### src/hdl/oflow_mem_defs.svh
// field lengths and memory geometry of the tracker feature store
// include wherever rows or lanes are sliced, after the timescale line
`ifndef OFLOW_MEM_DEFS_SVH
`define OFLOW_MEM_DEFS_SVH

// box fields, from the high end of a box: cm, position, rest, id
`define OFLOW_ID_LEN               8    // object id
`define OFLOW_CM_CONCATE_LEN       44   // center of mass x and y
`define OFLOW_POSITION_CONCATE_LEN 44   // box corners
`define OFLOW_REST_LEN             49   // width, height, two colors
`define OFLOW_BOX_LEN              145  // one box
`define OFLOW_ROW_LEN              290  // left box on top, right box below

// macro geometry
`define OFLOW_NUM_LANES            6    // three lanes per box
`define OFLOW_LANE_WIDTH           64   // macro word
`define OFLOW_ADDR_WIDTH           8    // 256 rows

`endif

### src/hdl/oflow_feature_pkg.sv
// types for the bounding box features kept in the store
// imported by modules that handle whole rows or pick fields out of a box
`default_nettype none

`include "oflow_mem_defs.svh"

package oflow_feature_pkg;

  // object id, sits at the low end of each box
  typedef logic [`OFLOW_ID_LEN-1:0] obj_id_t;

  // concatenated center of mass, top of each box
  typedef logic [`OFLOW_CM_CONCATE_LEN-1:0] cm_t;

  // concatenated corners
  typedef logic [`OFLOW_POSITION_CONCATE_LEN-1:0] position_t;

  // width, height, color1, color2
  typedef logic [`OFLOW_REST_LEN-1:0] rest_t;

  // one box, high to low: cm | position | rest | id
  typedef logic [`OFLOW_BOX_LEN-1:0] box_t;

  // one row, left box in the upper half
  typedef logic [`OFLOW_ROW_LEN-1:0] row_t;

endpackage

`default_nettype wire

### src/hdl/oflow_mem_pkg.sv
// types for the macro side of the store: row address and lane words
// lane map, per box group of three:
//   first lane  {pad, id, cm}, cm in the low bits
//   second lane {pad, position}
//   third lane  {pad, rest}
// lanes 0..2 hold the left box, lanes 3..5 the right box
`default_nettype none

`include "oflow_mem_defs.svh"

package oflow_mem_pkg;

  // row address, same on every macro
  typedef logic [`OFLOW_ADDR_WIDTH-1:0] row_addr_t;

  // one macro word
  typedef logic [`OFLOW_LANE_WIDTH-1:0] lane_t;

  // all six lanes of a row, lane i at index i
  typedef logic [`OFLOW_NUM_LANES-1:0][`OFLOW_LANE_WIDTH-1:0] lane_array_t;

endpackage

`default_nettype wire

### src/hdl/oflow_mem_if.sv
// the two macro ports going from decode to the bank
// port 0 writes row 0 or reads, port 1 only writes row 1
// result taps port 0 controls to know when a read is in the macros
`timescale 1ns/10ps
`default_nettype none

interface oflow_mem_if
  import oflow_mem_pkg::*;
();

  // port 0
  row_addr_t   addr_0;
  logic        en_0;    // chip select
  logic        we_0;    // write when set, read otherwise
  lane_array_t lanes_0; // write data, one word per macro

  // port 1
  row_addr_t   addr_1;
  logic        en_1;
  logic        we_1;
  lane_array_t lanes_1;

  modport drive (
    output addr_0, en_0, we_0, lanes_0,
    output addr_1, en_1, we_1, lanes_1
  );

  modport mem (
    input addr_0, en_0, we_0, lanes_0,
    input addr_1, en_1, we_1, lanes_1
  );

  // read tracking needs only port 0 strobes
  modport track (
    input en_0, we_0
  );

endinterface

`default_nettype wire

### src/hdl/oflow_mem_decode.sv
// command stage of the feature store
// registers write and read strobes and splits each row into six lanes per port
// a write in the same cycle as a read wins, and the read is lost
`timescale 1ns/10ps
`default_nettype none

`include "oflow_mem_defs.svh"

module oflow_mem_decode
  import oflow_feature_pkg::*;
  import oflow_mem_pkg::*;
(
  input  logic      clk,
  input  logic      rst_n,
  input  logic      wr_en,
  input  row_addr_t wr_addr_0,
  input  row_addr_t wr_addr_1,
  input  row_t      wr_row_0,
  input  row_t      wr_row_1,
  input  logic      rd_en,
  input  row_addr_t rd_addr,
  oflow_mem_if.drive ports
);

  logic rd_go; // read survives only without a write

  // row to six lanes by the lane map
  function automatic lane_array_t split_row(input row_t row);
    lane_array_t lanes;
    box_t        box;
    cm_t         cm;
    position_t   pos;
    rest_t       rest;
    obj_id_t     id;
    int          base;
    lanes = '0; // pad bits stay zero
    for (int b = 0; b < 2; b++) begin
      box  = (b == 0) ? row[`OFLOW_ROW_LEN-1 -: `OFLOW_BOX_LEN] : row[`OFLOW_BOX_LEN-1:0];
      base = b * (`OFLOW_NUM_LANES / 2); // 0 left, 3 right
      cm   = box[`OFLOW_BOX_LEN-1 -: `OFLOW_CM_CONCATE_LEN];
      pos  = box[`OFLOW_BOX_LEN-`OFLOW_CM_CONCATE_LEN-1 -: `OFLOW_POSITION_CONCATE_LEN];
      rest = box[`OFLOW_ID_LEN +: `OFLOW_REST_LEN];
      id   = box[`OFLOW_ID_LEN-1:0];
      lanes[base][`OFLOW_CM_CONCATE_LEN-1:0]             = cm;
      lanes[base][`OFLOW_CM_CONCATE_LEN +: `OFLOW_ID_LEN] = id; // id rides above cm
      lanes[base+1][`OFLOW_POSITION_CONCATE_LEN-1:0]      = pos;
      lanes[base+2][`OFLOW_REST_LEN-1:0]                  = rest;
    end
    return lanes;
  endfunction

  assign rd_go = rd_en & ~wr_en;

  // port strobes
  always_ff @(posedge clk) begin
    if (!rst_n) begin
      ports.en_0 <= 1'b0;
      ports.we_0 <= 1'b0;
      ports.en_1 <= 1'b0;
      ports.we_1 <= 1'b0;
    end else begin
      ports.en_0 <= wr_en | rd_go;
      ports.we_0 <= wr_en;
      ports.en_1 <= wr_en; // port 1 never reads
      ports.we_1 <= wr_en;
    end
  end

  // port 0 address picks the write or the read
  always_ff @(posedge clk) begin
    ports.addr_0  <= wr_en ? wr_addr_0 : rd_addr;
    ports.addr_1  <= wr_addr_1;
    ports.lanes_0 <= split_row(wr_row_0);
    ports.lanes_1 <= split_row(wr_row_1);
  end

endmodule

`default_nettype wire

### src/flat_wrapper.sv
// flat-port wrapper written by rule: the top's interface ports become plain ports
module oflow_mem_decode_flat import oflow_feature_pkg::*; import oflow_mem_pkg::*;
  (clk, rst_n, wr_en, wr_addr_0, wr_addr_1, wr_row_0, wr_row_1, rd_en, rd_addr, ports_addr_0, ports_en_0, ports_we_0, ports_lanes_0, ports_addr_1, ports_en_1, ports_we_1, ports_lanes_1);
  oflow_mem_if ports_i ();
  input  logic clk;
  input  logic rst_n;
  input  logic wr_en;
  input  row_addr_t wr_addr_0;
  input  row_addr_t wr_addr_1;
  input  row_t wr_row_0;
  input  row_t wr_row_1;
  input  logic rd_en;
  input  row_addr_t rd_addr;
  output wire logic [$bits(ports_i.addr_0)-1:0] ports_addr_0;
  output wire logic [$bits(ports_i.en_0)-1:0] ports_en_0;
  output wire logic [$bits(ports_i.we_0)-1:0] ports_we_0;
  output wire logic [$bits(ports_i.lanes_0)-1:0] ports_lanes_0;
  output wire logic [$bits(ports_i.addr_1)-1:0] ports_addr_1;
  output wire logic [$bits(ports_i.en_1)-1:0] ports_en_1;
  output wire logic [$bits(ports_i.we_1)-1:0] ports_we_1;
  output wire logic [$bits(ports_i.lanes_1)-1:0] ports_lanes_1;
  assign ports_addr_0 = ports_i.addr_0;
  assign ports_en_0 = ports_i.en_0;
  assign ports_we_0 = ports_i.we_0;
  assign ports_lanes_0 = ports_i.lanes_0;
  assign ports_addr_1 = ports_i.addr_1;
  assign ports_en_1 = ports_i.en_1;
  assign ports_we_1 = ports_i.we_1;
  assign ports_lanes_1 = ports_i.lanes_1;
  oflow_mem_decode u_core (.clk(clk), .rst_n(rst_n), .wr_en(wr_en), .wr_addr_0(wr_addr_0), .wr_addr_1(wr_addr_1), .wr_row_0(wr_row_0), .wr_row_1(wr_row_1), .rd_en(rd_en), .rd_addr(rd_addr), .ports(ports_i));
endmodule
### config.mk
export PLATFORM = sky130hd
export DESIGN_NAME = oflow_mem_decode_flat
export DESIGN_NICKNAME = d
export VERILOG_FILES = /design/src/hdl/oflow_feature_pkg.sv /design/src/hdl/oflow_mem_pkg.sv /design/src/hdl/oflow_mem_if.sv /design/src/hdl/oflow_mem_decode.sv /design/src/flat_wrapper.sv
export VERILOG_INCLUDE_DIRS = /design/src /design/src/hdl
export SDC_FILE = /design/constraint.sdc
export NUM_CORES = 1
export LEC_CHECK = 0
export BUFFER_PORTS_ARGS = -buffer_cell sky130_fd_sc_hd__buf_4
export CAP_MARGIN = 5
export CORE_AREA = 3 3 536 538
export DETAILED_ROUTE_END_ITERATION = 12
export DIE_AREA = 0 0 539 541
export GPL_TIMING_DRIVEN = 0
export PLACE_DENSITY = 0.3
export RECOVER_POWER = 25
export SLEW_MARGIN = 20
export SYNTH_ARGS = -nofsm -noshare
export SYNTH_HDL_FRONTEND = slang
export SYNTH_SLANG_ARGS = --single-unit
export TNS_END_PERCENT = 5
### constraint.sdc
create_clock -name clk -period 1.18 [get_ports clk]
set_input_delay 0.059 -clock clk [delete_from_list [all_inputs] [get_ports clk]]
set_output_delay 0.059 -clock clk [all_outputs]
set_load 0.01 [all_outputs]
==> metrics.md <==
| Metric | Value |
|---|---|
| Run status | finished with violations |
| Failing checks | negative setup slack |
| Fmax | 694.7 MHz |
| Core area | 0.2825 mm^2 |
| Netlist area before placement | 0.01355 mm^2 |
| CTS tree | built |
| Share of cells above drive strength 1 | 58.54% |
| Initial drt markers | 543 |
| Final ANT Viol Nets | 0 |
| Mapped Cells | 800 |
| Reg clk slew, reported paths | 50 ps |
| CTS Buf Count | 92 |
| Fin. Hold Viols | 0 |
| Pwr/cell area | 1322 mW/mm^2 |
| Crit path DAT | 1380 ps |
| Final net count | 4045 |
| Distinct cells, synth | 7 |
| Die Wd | 539 um |
| DPL Wire Length | 140.6 mm |
| Kind of critical path | reg -> out |
| Final setup viols | 600 |
| Startpoint Class | register |
| Residual DRC | 0 |
| HP Class | in -> reg |
| Vias/cell | 2.274 |
| Crit-path max FO | 3 |
| RSZ-0062 raised after global routing | true |
| Clk sinks | 598 |
| Syn avg cell area | 16.93 um^2 |
| Dpl ws | 280.8 ps |
| Static Leakage | 19.49 nW |
| Initial Utilization | 4.795% |
| # rows | 195 |
| Drt first pass iters | 4 |
| GP Congestion | 0.8538 |
| Crit share post-route | 122.0% |
| Port Buffers | 1206 |
| CP required | 1120 ps |
| Post-layout minimum cycle time | 1439 ps |
| Max cap viols | 0 |
| Worst Setup End Kind | output pin |
| Final slew viol count | 0 |
| CTS root buf | clkbuf_16 |
| Initial antenna violation count | 285 |
| Fin worst setup slack | -259.4 ps |
| DIE AREA | 0.2916 mm^2 |
| Vias in the first global route | 17.20k |
| Layout Utilization | 16.09% |
| Warnings from Yosys | 0 |
| Total chip power | 60.09 mW |
| Placed Area | 0.02799 mm^2 |
| IO Pins | 1396 |
| Die height | 541 um |
| Setup crit start | u_core.ports.we_0 |
| Design area | 0.04546 mm^2 |
| Sum Neg Setup Slack | -63240 ps |
| Register area share after synthesis | 88.36% |
| Largest net degree at the start of global routing | 15 |
| Total wire length | 161.1 mm |
| Hold wc startpoint | wr_row_1[61] |
| Vias | 16.71k |
| GR Util All Layers | 10.66% |
| Clock tree buffer depth | 4 |
| Wire per inst | 21.93 um |
| CTS H-tree lvls | 3 |
| Total grt overflow | 0 |
| VDD IR max | 1.135 mV |
| First-pass GRT wire length | 196.8 mm |
| Register bit total from synthesis | 598 |
| Area growth syn-to-layout | 235.6% |
## state kept, by name (all words and copies together), names as in the netlist
signal and cells:
u_core.ports.addr_0 8, u_core.ports.addr_1 8, u_core.ports.en_0 1, u_core.ports.lanes_0 290, u_core.ports.lanes_1 290, u_core.ports.we_0 1
## area by class of cell
cell class / instances / area [um^2]
Antenna cell: 99 / 247.7
Tap cell: 3743 / 4683
Multi-Input combinational cell: 198 / 840.8
Clock inverter: 36 / 459.2
Sequential cell: 598 / 12620
Buffer: 191 / 1445
Fill cell: 31458 / 237100
Timing Repair Buffer: 2356 / 22580
Clock buffer: 126 / 2590
## metrics by stage
step	std cells	hold slack, ps
final	7347	65.73
after detailed placement	5936	164.4
after global placement	5936	163.7
after global routing	7293	21.42
after CTS	7248	0.01760
after floorplan	987	86.72
## final timing paths
kind	to	slack [ps]	depth (start not counted)
max	ports_we_1	-260	2
min	u_core.ports.lanes_1[260]	70	2
## cell families (layout without fill, tap and decap cells)
group	Yosys count	after routing	share of synthesized area, %
compound gates	1	1	0.05543
other cells	1	287	0.02768
mux	8	8	0.8866
flops	598	598	88.36
simple gates	1	1	0.05543
buf+inv	191	2709	10.61
## cell usage after synthesis (all sizes together)
library cell	number	area share (%)
and2	1	0.055
mux2	8	0.89
o21a	1	0.055
conb	1	0.028
dfxtp	598	88
buf	191	11
## power by group
group          internal, mW  total (mW)  switching (mW)  leakage [nW]
sequential             21.5        22.0           0.541          5.05
combinational          6.06        9.74            3.68          13.0
clock                  16.9        28.3            11.4          1.47
## routing by layer
metal,wire [um],GRT usage (%),vias to the layer above,share of wire [%]
li1,-,-,7529,-
met1,62930,12.02,7362,39
met2,66250,15.66,1169,41
met3,24770,7.698,450,15
met4,5838,3.339,200,3.6
met5,1299,0,-,0.81
## placed cells by master, fill, tap and decap left out
| cell | Yosys | final |
|---|---|---|
| and2_2 | 1 | 1 |
| clkinv_16 | 0 | 2 |
| diode_2 | 0 | 99 |
| clkbuf_4 | 0 | 149 |
| inv_6 | 0 | 2 |
| clkinv_8 | 0 | 1 |
| clkinvlp_4 | 0 | 8 |
| dfxtp_1 | 598 | 96 |
| clkbuf_1 | 0 | 18 |
| clkbuf_8 | 0 | 16 |
| dfxtp_2 | 0 | 495 |
| mux2_4 | 8 | 8 |
| conb_1 | 1 | 188 |
| buf_8 | 0 | 28 |
| clkbuf_16 | 0 | 92 |
| buf_4 | 190 | 736 |
| buf_6 | 1 | 484 |
| clkinv_2 | 0 | 12 |
| dlygate4sd3_1 | 0 | 1150 |
| clkinv_4 | 0 | 4 |
| o21a_1 | 1 | 1 |
| bufinv_16 | 0 | 7 |
| dfxtp_4 | 0 | 7 |
## critical path, cell delays in order, from the launching register on
cell     delay [ps]
dfxtp_4         380
buf_6           120
buf_6           110
## timing repair
action                                  in CTS  in global routing
buffers inserted                             0                  0
endpoints found under the setup margin     600                600
endpoints found under the hold margin      598                  0
resized for setup                          772                276
hold buffers                              1150                  0
(Power assumes the default switching activity.)
