File: config.mk
export PLATFORM = sky130hd
export DESIGN_NAME = oflow_mem_result_flat
export DESIGN_NICKNAME = d
export VERILOG_FILES = /design/src/hdl/oflow_feature_pkg.sv /design/src/hdl/oflow_mem_pkg.sv /design/src/hdl/oflow_mem_if.sv /design/src/hdl/oflow_mem_result.sv /design/src/flat_wrapper.sv
export VERILOG_INCLUDE_DIRS = /design/src /design/src/hdl
export SDC_FILE = /design/constraint.sdc
export NUM_CORES = 1
export LEC_CHECK = 0
export BUFFER_PORTS_ARGS = -buffer_cell sky130_fd_sc_hd__buf_4
export CELL_PAD_IN_SITES_DETAIL_PLACEMENT = 0
export CELL_PAD_IN_SITES_GLOBAL_PLACEMENT = 1
export CORE_AREA = 4 4 265 267
export CTS_BUF_LIST = sky130_fd_sc_hd__clkbuf_2 sky130_fd_sc_hd__clkbuf_4 sky130_fd_sc_hd__clkbuf_8
export CTS_CLUSTER_SIZE = 25
export DETAILED_ROUTE_END_ITERATION = 8
export DIE_AREA = 0 0 269 271
export PLACE_DENSITY_LB_ADDON = 0.1
export SLEW_MARGIN = 20
export SYNTH_ARGS = -nofsm -noshare
export SYNTH_HDL_FRONTEND = slang
export SYNTH_SLANG_ARGS = --single-unit
File: constraint.sdc
create_clock -name clk -period 16.5 [get_ports clk]
set_input_delay 0.825 -clock clk [delete_from_list [all_inputs] [get_ports clk]]
set_output_delay 0.825 -clock clk [all_outputs]
set_load 0.05 [all_outputs]
File: src/hdl/oflow_mem_defs.svh
// field lengths and memory geometry of the tracker feature store
// include wherever rows or lanes are sliced, after the timescale line
`ifndef OFLOW_MEM_DEFS_SVH
`define OFLOW_MEM_DEFS_SVH

// box fields, from the high end of a box: cm, position, rest, id
`define OFLOW_ID_LEN               8    // object id
`define OFLOW_CM_CONCATE_LEN       44   // center of mass x and y
`define OFLOW_POSITION_CONCATE_LEN 44   // box corners
`define OFLOW_REST_LEN             49   // width, height, two colors
`define OFLOW_BOX_LEN              145  // one box
`define OFLOW_ROW_LEN              290  // left box on top, right box below

// macro geometry
`define OFLOW_NUM_LANES            6    // three lanes per box
`define OFLOW_LANE_WIDTH           64   // macro word
`define OFLOW_ADDR_WIDTH           8    // 256 rows

`endif

File: src/hdl/oflow_feature_pkg.sv
// types for the bounding box features kept in the store
// imported by modules that handle whole rows or pick fields out of a box
`default_nettype none

`include "oflow_mem_defs.svh"

package oflow_feature_pkg;

  // object id, sits at the low end of each box
  typedef logic [`OFLOW_ID_LEN-1:0] obj_id_t;

  // concatenated center of mass, top of each box
  typedef logic [`OFLOW_CM_CONCATE_LEN-1:0] cm_t;

  // concatenated corners
  typedef logic [`OFLOW_POSITION_CONCATE_LEN-1:0] position_t;

  // width, height, color1, color2
  typedef logic [`OFLOW_REST_LEN-1:0] rest_t;

  // one box, high to low: cm | position | rest | id
  typedef logic [`OFLOW_BOX_LEN-1:0] box_t;

  // one row, left box in the upper half
  typedef logic [`OFLOW_ROW_LEN-1:0] row_t;

endpackage

`default_nettype wire

File: src/hdl/oflow_mem_pkg.sv
// types for the macro side of the store: row address and lane words
// lane map, per box group of three:
//   first lane  {pad, id, cm}, cm in the low bits
//   second lane {pad, position}
//   third lane  {pad, rest}
// lanes 0..2 hold the left box, lanes 3..5 the right box
`default_nettype none

`include "oflow_mem_defs.svh"

package oflow_mem_pkg;

  // row address, same on every macro
  typedef logic [`OFLOW_ADDR_WIDTH-1:0] row_addr_t;

  // one macro word
  typedef logic [`OFLOW_LANE_WIDTH-1:0] lane_t;

  // all six lanes of a row, lane i at index i
  typedef logic [`OFLOW_NUM_LANES-1:0][`OFLOW_LANE_WIDTH-1:0] lane_array_t;

endpackage

`default_nettype wire

File: src/hdl/oflow_mem_if.sv
// the two macro ports going from decode to the bank
// port 0 writes row 0 or reads, port 1 only writes row 1
// result taps port 0 controls to know when a read is in the macros
`timescale 1ns/10ps
`default_nettype none

interface oflow_mem_if
  import oflow_mem_pkg::*;
();

  // port 0
  row_addr_t   addr_0;
  logic        en_0;    // chip select
  logic        we_0;    // write when set, read otherwise
  lane_array_t lanes_0; // write data, one word per macro

  // port 1
  row_addr_t   addr_1;
  logic        en_1;
  logic        we_1;
  lane_array_t lanes_1;

  modport drive (
    output addr_0, en_0, we_0, lanes_0,
    output addr_1, en_1, we_1, lanes_1
  );

  modport mem (
    input addr_0, en_0, we_0, lanes_0,
    input addr_1, en_1, we_1, lanes_1
  );

  // read tracking needs only port 0 strobes
  modport track (
    input en_0, we_0
  );

endinterface

`default_nettype wire

File: src/hdl/oflow_mem_result.sv
// output stage of the feature store
// follows reads through the macro latency, rebuilds the row from its
// lanes and registers row and both ids with a one cycle valid pulse
`timescale 1ns/10ps
`default_nettype none

`include "oflow_mem_defs.svh"

module oflow_mem_result
  import oflow_feature_pkg::*;
  import oflow_mem_pkg::*;
(
  input  logic        clk,
  input  logic        rst_n,
  oflow_mem_if.track  ports,
  input  lane_array_t rd_lanes,
  output logic        rd_valid,
  output row_t        rd_row,
  output obj_id_t     rd_id_left,
  output obj_id_t     rd_id_right
);

  logic rd_pend; // macro data lands this cycle
  row_t row_join;

  // lanes -> row, inverse of the decode split
  function automatic row_t join_lanes(input lane_array_t lanes);
    row_t row;
    box_t box;
    int   base;
    row = '0;
    for (int b = 0; b < 2; b++) begin
      base = b * (`OFLOW_NUM_LANES / 2);
      box  = {lanes[base][`OFLOW_CM_CONCATE_LEN-1:0],
              lanes[base+1][`OFLOW_POSITION_CONCATE_LEN-1:0],
              lanes[base+2][`OFLOW_REST_LEN-1:0],
              lanes[base][`OFLOW_CM_CONCATE_LEN +: `OFLOW_ID_LEN]};
      if (b == 0) row[`OFLOW_ROW_LEN-1 -: `OFLOW_BOX_LEN] = box; // left on top
      else        row[`OFLOW_BOX_LEN-1:0] = box;
    end
    return row;
  endfunction

  assign row_join = join_lanes(rd_lanes);

  always_ff @(posedge clk) begin
    if (!rst_n) begin
      rd_pend  <= 1'b0;
      rd_valid <= 1'b0;
    end else begin
      rd_pend  <= ports.en_0 & ~ports.we_0; // a real read, not a write
      rd_valid <= rd_pend;
    end
  end

  // payload only moves on a read
  always_ff @(posedge clk) begin
    if (rd_pend) begin
      rd_row      <= row_join;
      rd_id_left  <= row_join[`OFLOW_BOX_LEN +: `OFLOW_ID_LEN];
      rd_id_right <= row_join[`OFLOW_ID_LEN-1:0];
    end
  end

endmodule

`default_nettype wire

File: src/flat_wrapper.sv
// flat-port wrapper written by rule: the top's interface ports become plain ports
module oflow_mem_result_flat import oflow_feature_pkg::*; import oflow_mem_pkg::*;
  (clk, rst_n, rd_lanes, rd_valid, rd_row, rd_id_left, rd_id_right, ports_en_0, ports_we_0);
  oflow_mem_if ports_i ();
  input  logic clk;
  input  logic rst_n;
  input  lane_array_t rd_lanes;
  output logic rd_valid;
  output row_t rd_row;
  output obj_id_t rd_id_left;
  output obj_id_t rd_id_right;
  input wire logic [$bits(ports_i.en_0)-1:0] ports_en_0;
  input wire logic [$bits(ports_i.we_0)-1:0] ports_we_0;
  assign ports_i.en_0 = ports_en_0;
  assign ports_i.we_0 = ports_we_0;
  oflow_mem_result u_core (.clk(clk), .rst_n(rst_n), .ports(ports_i), .rd_lanes(rd_lanes), .rd_valid(rd_valid), .rd_row(rd_row), .rd_id_left(rd_id_left), .rd_id_right(rd_id_right));
endmodule
==> summary.txt, run 1 <==
Timing
  • Final Max Tran Viols: 0
  • Final Setup Violations: 0
  • Fin crit share: 0.1736
  • Setup TNS Final: 0 ns
  • Worst-Margin Slew: 0.9687 ns
  • Unrepaired setup endpoints after global routing: no
  • Hold Violations, Final: 0
  • Fmax: 0.3491 GHz
  • Post-route minimum period: approximately 2.9 ns
  • Skew final: 0.02283 ns
  • Max_slew headroom: 0.3542

Clocking
  • TritonCTS Buffers: 58
  • Max clock buf depth: 3
  • PostCTS Resize Cnt: 0
  • Root buf cell: clkbuf_8
  • Post-CTS Setup Bufs: 0
  • Hold buffers post-CTS: 0
  • Clock sinks: just under 300
  • H-tree Lvls: 2
  • CTS tree: built
  • Clk_lat worst skew: 0.62 ns
  • Reg clk slew, reported paths: 0.06 ns

Place
  • I/O Buffers: 600
  • Gpl congestion: between 0.7 and 0.8
  • Detail Placement HPWL: 26.87 mm
  • Cell Area, Placed: 14410 µm²

GRT
  • GRT Util Overall: 0.09132
  • Grt ovf: 0
  • Vias in the first global route: 6289
  • Largest net degree at the start of global routing: 68
  • Global-route wire length before repair: between 40 and 50 mm
  • Initial antenna violation count: 4

Worst setup path
  • Critical Path Fanout Max: 67
  • Req. time, crit path: roughly 17 ns
  • Setup crit start kind: register
  • Setup CP Type: reg -> reg
  • Crit path arrival time: slightly above 3 ns
  • CP Capture Type: register

Route
  • Post-route ant nets: 0
  • Vias/cell: roughly 3.0
  • Iter 0 DRT Violations: 234
  • DRC errors left: 0
  • Post-Route WL: 35.28 mm
  • DR vias: roughly 5700
  • Pre-antenna DRT Iters: 4
  • Routed len/inst: 18.82 µm

Synth
  • Net count after synthesis: between 600 and 700
  • Syn. warnings: 0
  • Mapped Area: about 8900 µm²
  • Distinct cells, synth: 5
  • Post-synthesis sequential element count: 292
  • Register area share after synthesis: 0.9848
  • Synthesized area per cell: 28.66 µm²
  • Synth Instances: slightly above 300

Pwr
  • Pwr dens: roughly 110 nW/µm²
  • Lkg Pwr: around 6 nW
  • Worst VDD drop: roughly 48 µV

Cells and area
  • Fin nets: about 1300
  • Final Util: 0.2271
  • Area delta synth->final: 74.10%
  • Post-Layout Inst Area: around 15000 µm²
  • Share of cells above drive strength 1: 0.6926

Hold path
  • Hold Crit Class: in -> reg

Status
  • Status: finished, final reports clean

Floorplanning
  • Core area: around 68000 µm²
  • Die Width: 269 µm
  • Num ports: a little under 700
  • Row count: 96
  • Die Height: between 200 and 300 µm
  • Die area: roughly 73000 µm²
  • Initial Util: 0.1304

Run
  • Maxcap violations: 0
[path summary, 6_finish.rpt]
check / from / slack [ns] / to / cells after the start
worst max-delay path: u_core.rd_pend$_SDFF_PN0_ / 13.64 / u_core.rd_row[60]$_DFFE_PP_ / 2
worst min-delay path: rd_lanes[95] / 0.37 / u_core.rd_row[233]$_DFFE_PP_ / 1
worst max register to register: u_core.rd_pend$_SDFF_PN0_ / 13.64 / u_core.rd_row[60]$_DFFE_PP_ / 2
worst min register to register: u_core.rd_pend$_SDFF_PN0_ / 0.74 / u_core.rd_row[32]$_DFFE_PP_ / 0
[layer usage]
metal	vias to the layer above	GRT usage	share of wire
li1	2540	-	-
met1	2746	0.08307	0.30
met2	338	0.1656	0.53
met3	83	0.05075	0.13
met4	2	0.03907	0.037
met5	-	0	0.00037
[power breakdown]
group	switching [mW]	leakage, nW	internal [mW]	total [mW]
clock network	0.315	0.551	0.391	0.705
registers	0.00742	2.68	0.842	0.850
logic	0.101	2.91	0.0678	0.169
total	0.423	6.15	1.30	1.72
[cells in the mapped netlist]
master    count  area share
buf_4        16       0.014
edfxtp_1    290        0.98
and2_1        1     0.00070
dfxtp_1       2      0.0045
and3b_1       1     0.00099
[cell families (layout without fill, tap and decap cells)]
family / after synthesis / after routing / share of synthesized area
AND/OR/NAND/NOR: 2 / 2 / 0.001691
buffers and inverters: 16 / 695 / 0.01352
other: 0 / 4 / 0
flip-flops: 292 / 292 / 0.9848
[sequential cells by signal (all words and copies together), names as in the netlist]
signal	count
u_core.rd_row	276
u_core.rd_valid	1
u_core.rd_id_left	7
u_core.rd_id_right	7
u_core.rd_pend	1
[area by class of cell]
cell class                      instances  area, µm²
Fill cell                            7213      52640
Tap cell                              882       1104
Multi-Input combinational cell          2      15.01
Antenna cell                            4      10.01
Clock buffer                           75      932.1
Sequential cell                       292       8752
Clock inverter                         16      118.9
Timing Repair Buffer                  604       4534
[cell usage in the layout, fill, tap and decap left out, drive strengths merged]
master / count
clkbuf: 75
edfxtp: 290
clkinv: 13
buf: 604
clkinvlp: 1
dfxtp: 2
bufinv: 2
and2: 1
and3b: 1
diode: 4
[worst max-delay path, cell delays in order, from the launching register on]
cell	delay (ns)
dfxtp_4	0.69
buf_4	0.79
buf_4	0.79
[per-stage QoR]
stage	instances	total power [mW]	hold WS [ns]	worst slack [ns]
after floorplan	310	0.9502	0.9239	9.178
after global placement	1780	1.037	0.7722	13.51
after detailed placement	1780	1.037	0.7697	13.53
after CTS	1871	1.779	0.2659	13.52
after global routing	1873	1.814	0.2719	13.37
final	1875	1.724	0.3732	13.64
Power figures use the tool's default switching activity.
==> run 2, diff against run 1 <==
==> constraint.sdc (replaced) <==
create_clock -name clk -period 3 [get_ports clk]
set_input_delay 0.15 -clock clk [delete_from_list [all_inputs] [get_ports clk]]
set_output_delay 0.15 -clock clk [all_outputs]
set_load 0.05 [all_outputs]
==> summary.txt, run 2 (synthesized netlist as in run 1, its figures left out) <==
Status
  • Status: finished, final reports clean

Clocking
  • Reg clk slew, reported paths: 0.06 ns (about the same)
  • TritonCTS Buffers: 59 (+1.7%)
  • Root buf cell: clkbuf_8
  • CTS tree: built
  • Post-CTS Setup Bufs: 0 (unchanged)
  • Clk_lat worst skew: 0.63 ns (about the same)
  • PostCTS Resize Cnt: 0 (unchanged)
  • Clock sinks: 292 (unchanged)
  • Hold buffers post-CTS: 293 (+293)
  • Max clock buf depth: 3 (unchanged)
  • H-tree Lvls: 2 (unchanged)

Worst setup path
  • Worst r2r src: u_core.rd_pend$_SDFF_PN0_
  • Setup CP Type: reg -> reg
  • Cell breakdown of the critical path: buf_12
  • Req. time, crit path: 3.24 ns (-13.49 ns)
  • Critical Path Fanout Max: 87 (+30%)
  • RR Endpoint: u_core.rd_row[247]$_DFFE_PP_
  • CP Capture Type: register
  • Setup crit start kind: register
  • R2R Setup Slk: 1.46 ns (-12.18 ns)
  • Delay-heaviest family, CP: flip-flops
  • Slowest stage delay, CP: 0.60 ns (-0.19 ns)
  • Worst r2r path cells: 1 (-1)
  • Crit path arrival time: 1.78 ns (-1.32 ns)
  • Worst path bufs/invs: 1 (-1)
  • CP max-delay cell: dfxtp_4

Timing
  • Fmax: 0.6492 GHz (+86%)
  • Setup TNS Final: 0 ns (unchanged)
  • Max_slew headroom: 0.6221 (+0.2678)
  • Worst-Margin Slew: 0.5669 ns (-0.4018 ns)
  • Skew final: 0.01636 ns (-0.006471 ns)
  • Fin crit share: 0.5135 (+0.3398)
  • Hold Violations, Final: 0 (unchanged)
  • Final setup margin: 1.460 ns (-12.18 ns)
  • Final Setup Violations: 0 (unchanged)
  • Final Max Tran Viols: 0 (unchanged)
  • Unrepaired setup endpoints after global routing: no
  • Final hold slack: 0.2413 ns (-0.1319 ns)
  • Post-route minimum period: 1.540 ns (-1.324 ns)

Hold path
  • Worst Hold Path EP: u_core.rd_row[30]$_DFFE_PP_
  • Hold Crit Class: in -> reg
  • Startpoint of the worst hold path: rd_lanes[342]
  • Worst Hold Path Cells: 2 (+1)

Pwr
  • Lkg Pwr: 7.465 nW (+21%)
  • Overall power: 9.914 mW (+480%)
  • Worst VDD drop: 276.4 µV (+470%)
  • Pwr dens: 534.2 nW/µm² (+380%)

Route
  • Routed len/inst: 16.52 µm (-12%)
  • Vias/cell: 3.106 (+2.0%)
  • Post-Route WL: 36.14 mm (+2.4%)
  • DRC errors left: 0 (unchanged)
  • Iter 0 DRT Violations: 153 (-35%)
  • DR vias: 6795 (+19%)
  • Post-route ant nets: 0 (unchanged)
  • Pre-antenna DRT Iters: 4 (unchanged)

Cells and area
  • Leading cell type in the layout, fill and taps excluded: buf_4
  • Fin nets: 1646 (+22%)
  • Fin cells: 2188 (+17%)
  • Post-Layout Inst Area: 18560 µm² (+20%)
  • Number of flip-flops in the largest register: 276 (unchanged)
  • # fillers: 7089 (-1.7%)
  • # diodes: 0 (-4)
  • Top flop regs: u_core.rd_row x276, u_core.rd_id_left x7, u_core.rd_id_right x7
  • Final Util: 0.2725 (+0.04543)
  • Area delta synth->final: 108.9%
  • Share of cells above drive strength 1: 0.5368 (-0.1559)
  • Top reg by flops: u_core.rd_row
  • Most frequent cells in the layout: buf_4 (606), dlygate4sd3_1 (293), edfxtp_1 (290), clkbuf_8 (61), clkinv_1 (19)

Place
  • Detail Placement HPWL: 27.07 mm (+0.75%)
  • Placement Setup Slack: 1.446 ns (-12.08 ns)
  • Gpl congestion: 0.6872 (-2.6%)
  • Cell Area, Placed: 14500 µm² (+0.66%)
  • I/O Buffers: 600 (unchanged)
  • Placed insts: 1786 (+0.34%)

Floorplanning
  • Die Width: 269 µm (unchanged)
  • Core area: 68110 µm² (unchanged)
  • Num ports: 695 (unchanged)
  • Die area: 72900 µm² (unchanged)
  • Die Height: 271 µm (unchanged)
  • Row count: 96 (unchanged)
  • Initial Util: 0.1304 (unchanged)

GRT
  • Vias in the first global route: 7678 (+22%)
  • GRT Util Overall: 0.09425 (+0.002929)
  • Initial antenna violation count: 3 (-1)
  • Largest net degree at the start of global routing: 88 (+29%)
  • Global-route wire length before repair: 50.65 mm (+7.2%)
  • Grt ovf: 0 (unchanged)

Run
  • Maxcap violations: 0 (unchanged)
run 2: final cells by class:
type                       instances  area, µm²  area share
clock buffer                      77      959.7     0.05171
tap                              882       1104     0.05946
sequential                       292       8752      0.4716
multi-input combinational          2      15.01   0.0008090
clock inverter                    32      167.7    0.009033
timing repair buffer             903       7562      0.4074
run 2: where the power goes:
part / total, mW / internal, mW / switching [mW]
registers: 4.67 / 4.63 / 0.0378
clock network: 3.97 / 2.16 / 1.81
logic: 1.28 / 0.631 / 0.645
run 2: worst max-delay path by stage:
stage                                         start                        endpoint  cells past startpoint
detailed placement        u_core.rd_pend$_SDFF_PN0_    u_core.rd_row[256]$_DFFE_PP_                      1
global placement          u_core.rd_pend$_SDFF_PN0_    u_core.rd_row[220]$_DFFE_PP_                      1
global route              u_core.rd_pend$_SDFF_PN0_    u_core.rd_row[247]$_DFFE_PP_                      1
floorplan                 u_core.rd_pend$_SDFF_PN0_  u_core.rd_id_left[0]$_DFFE_PP_                      0
CTS                 u_core.rd_id_right[2]$_DFFE_PP_                  rd_id_right[2]                      1
finish                    u_core.rd_pend$_SDFF_PN0_    u_core.rd_row[247]$_DFFE_PP_                      1
run 2: routing by layer:
layer / track usage / wire [µm]
met4: 0.03797 / 1228
met1: 0.09082 / 11850
met3: 0.04665 / 4138
met5: 0 / 13
met2: 0.1703 / 18910
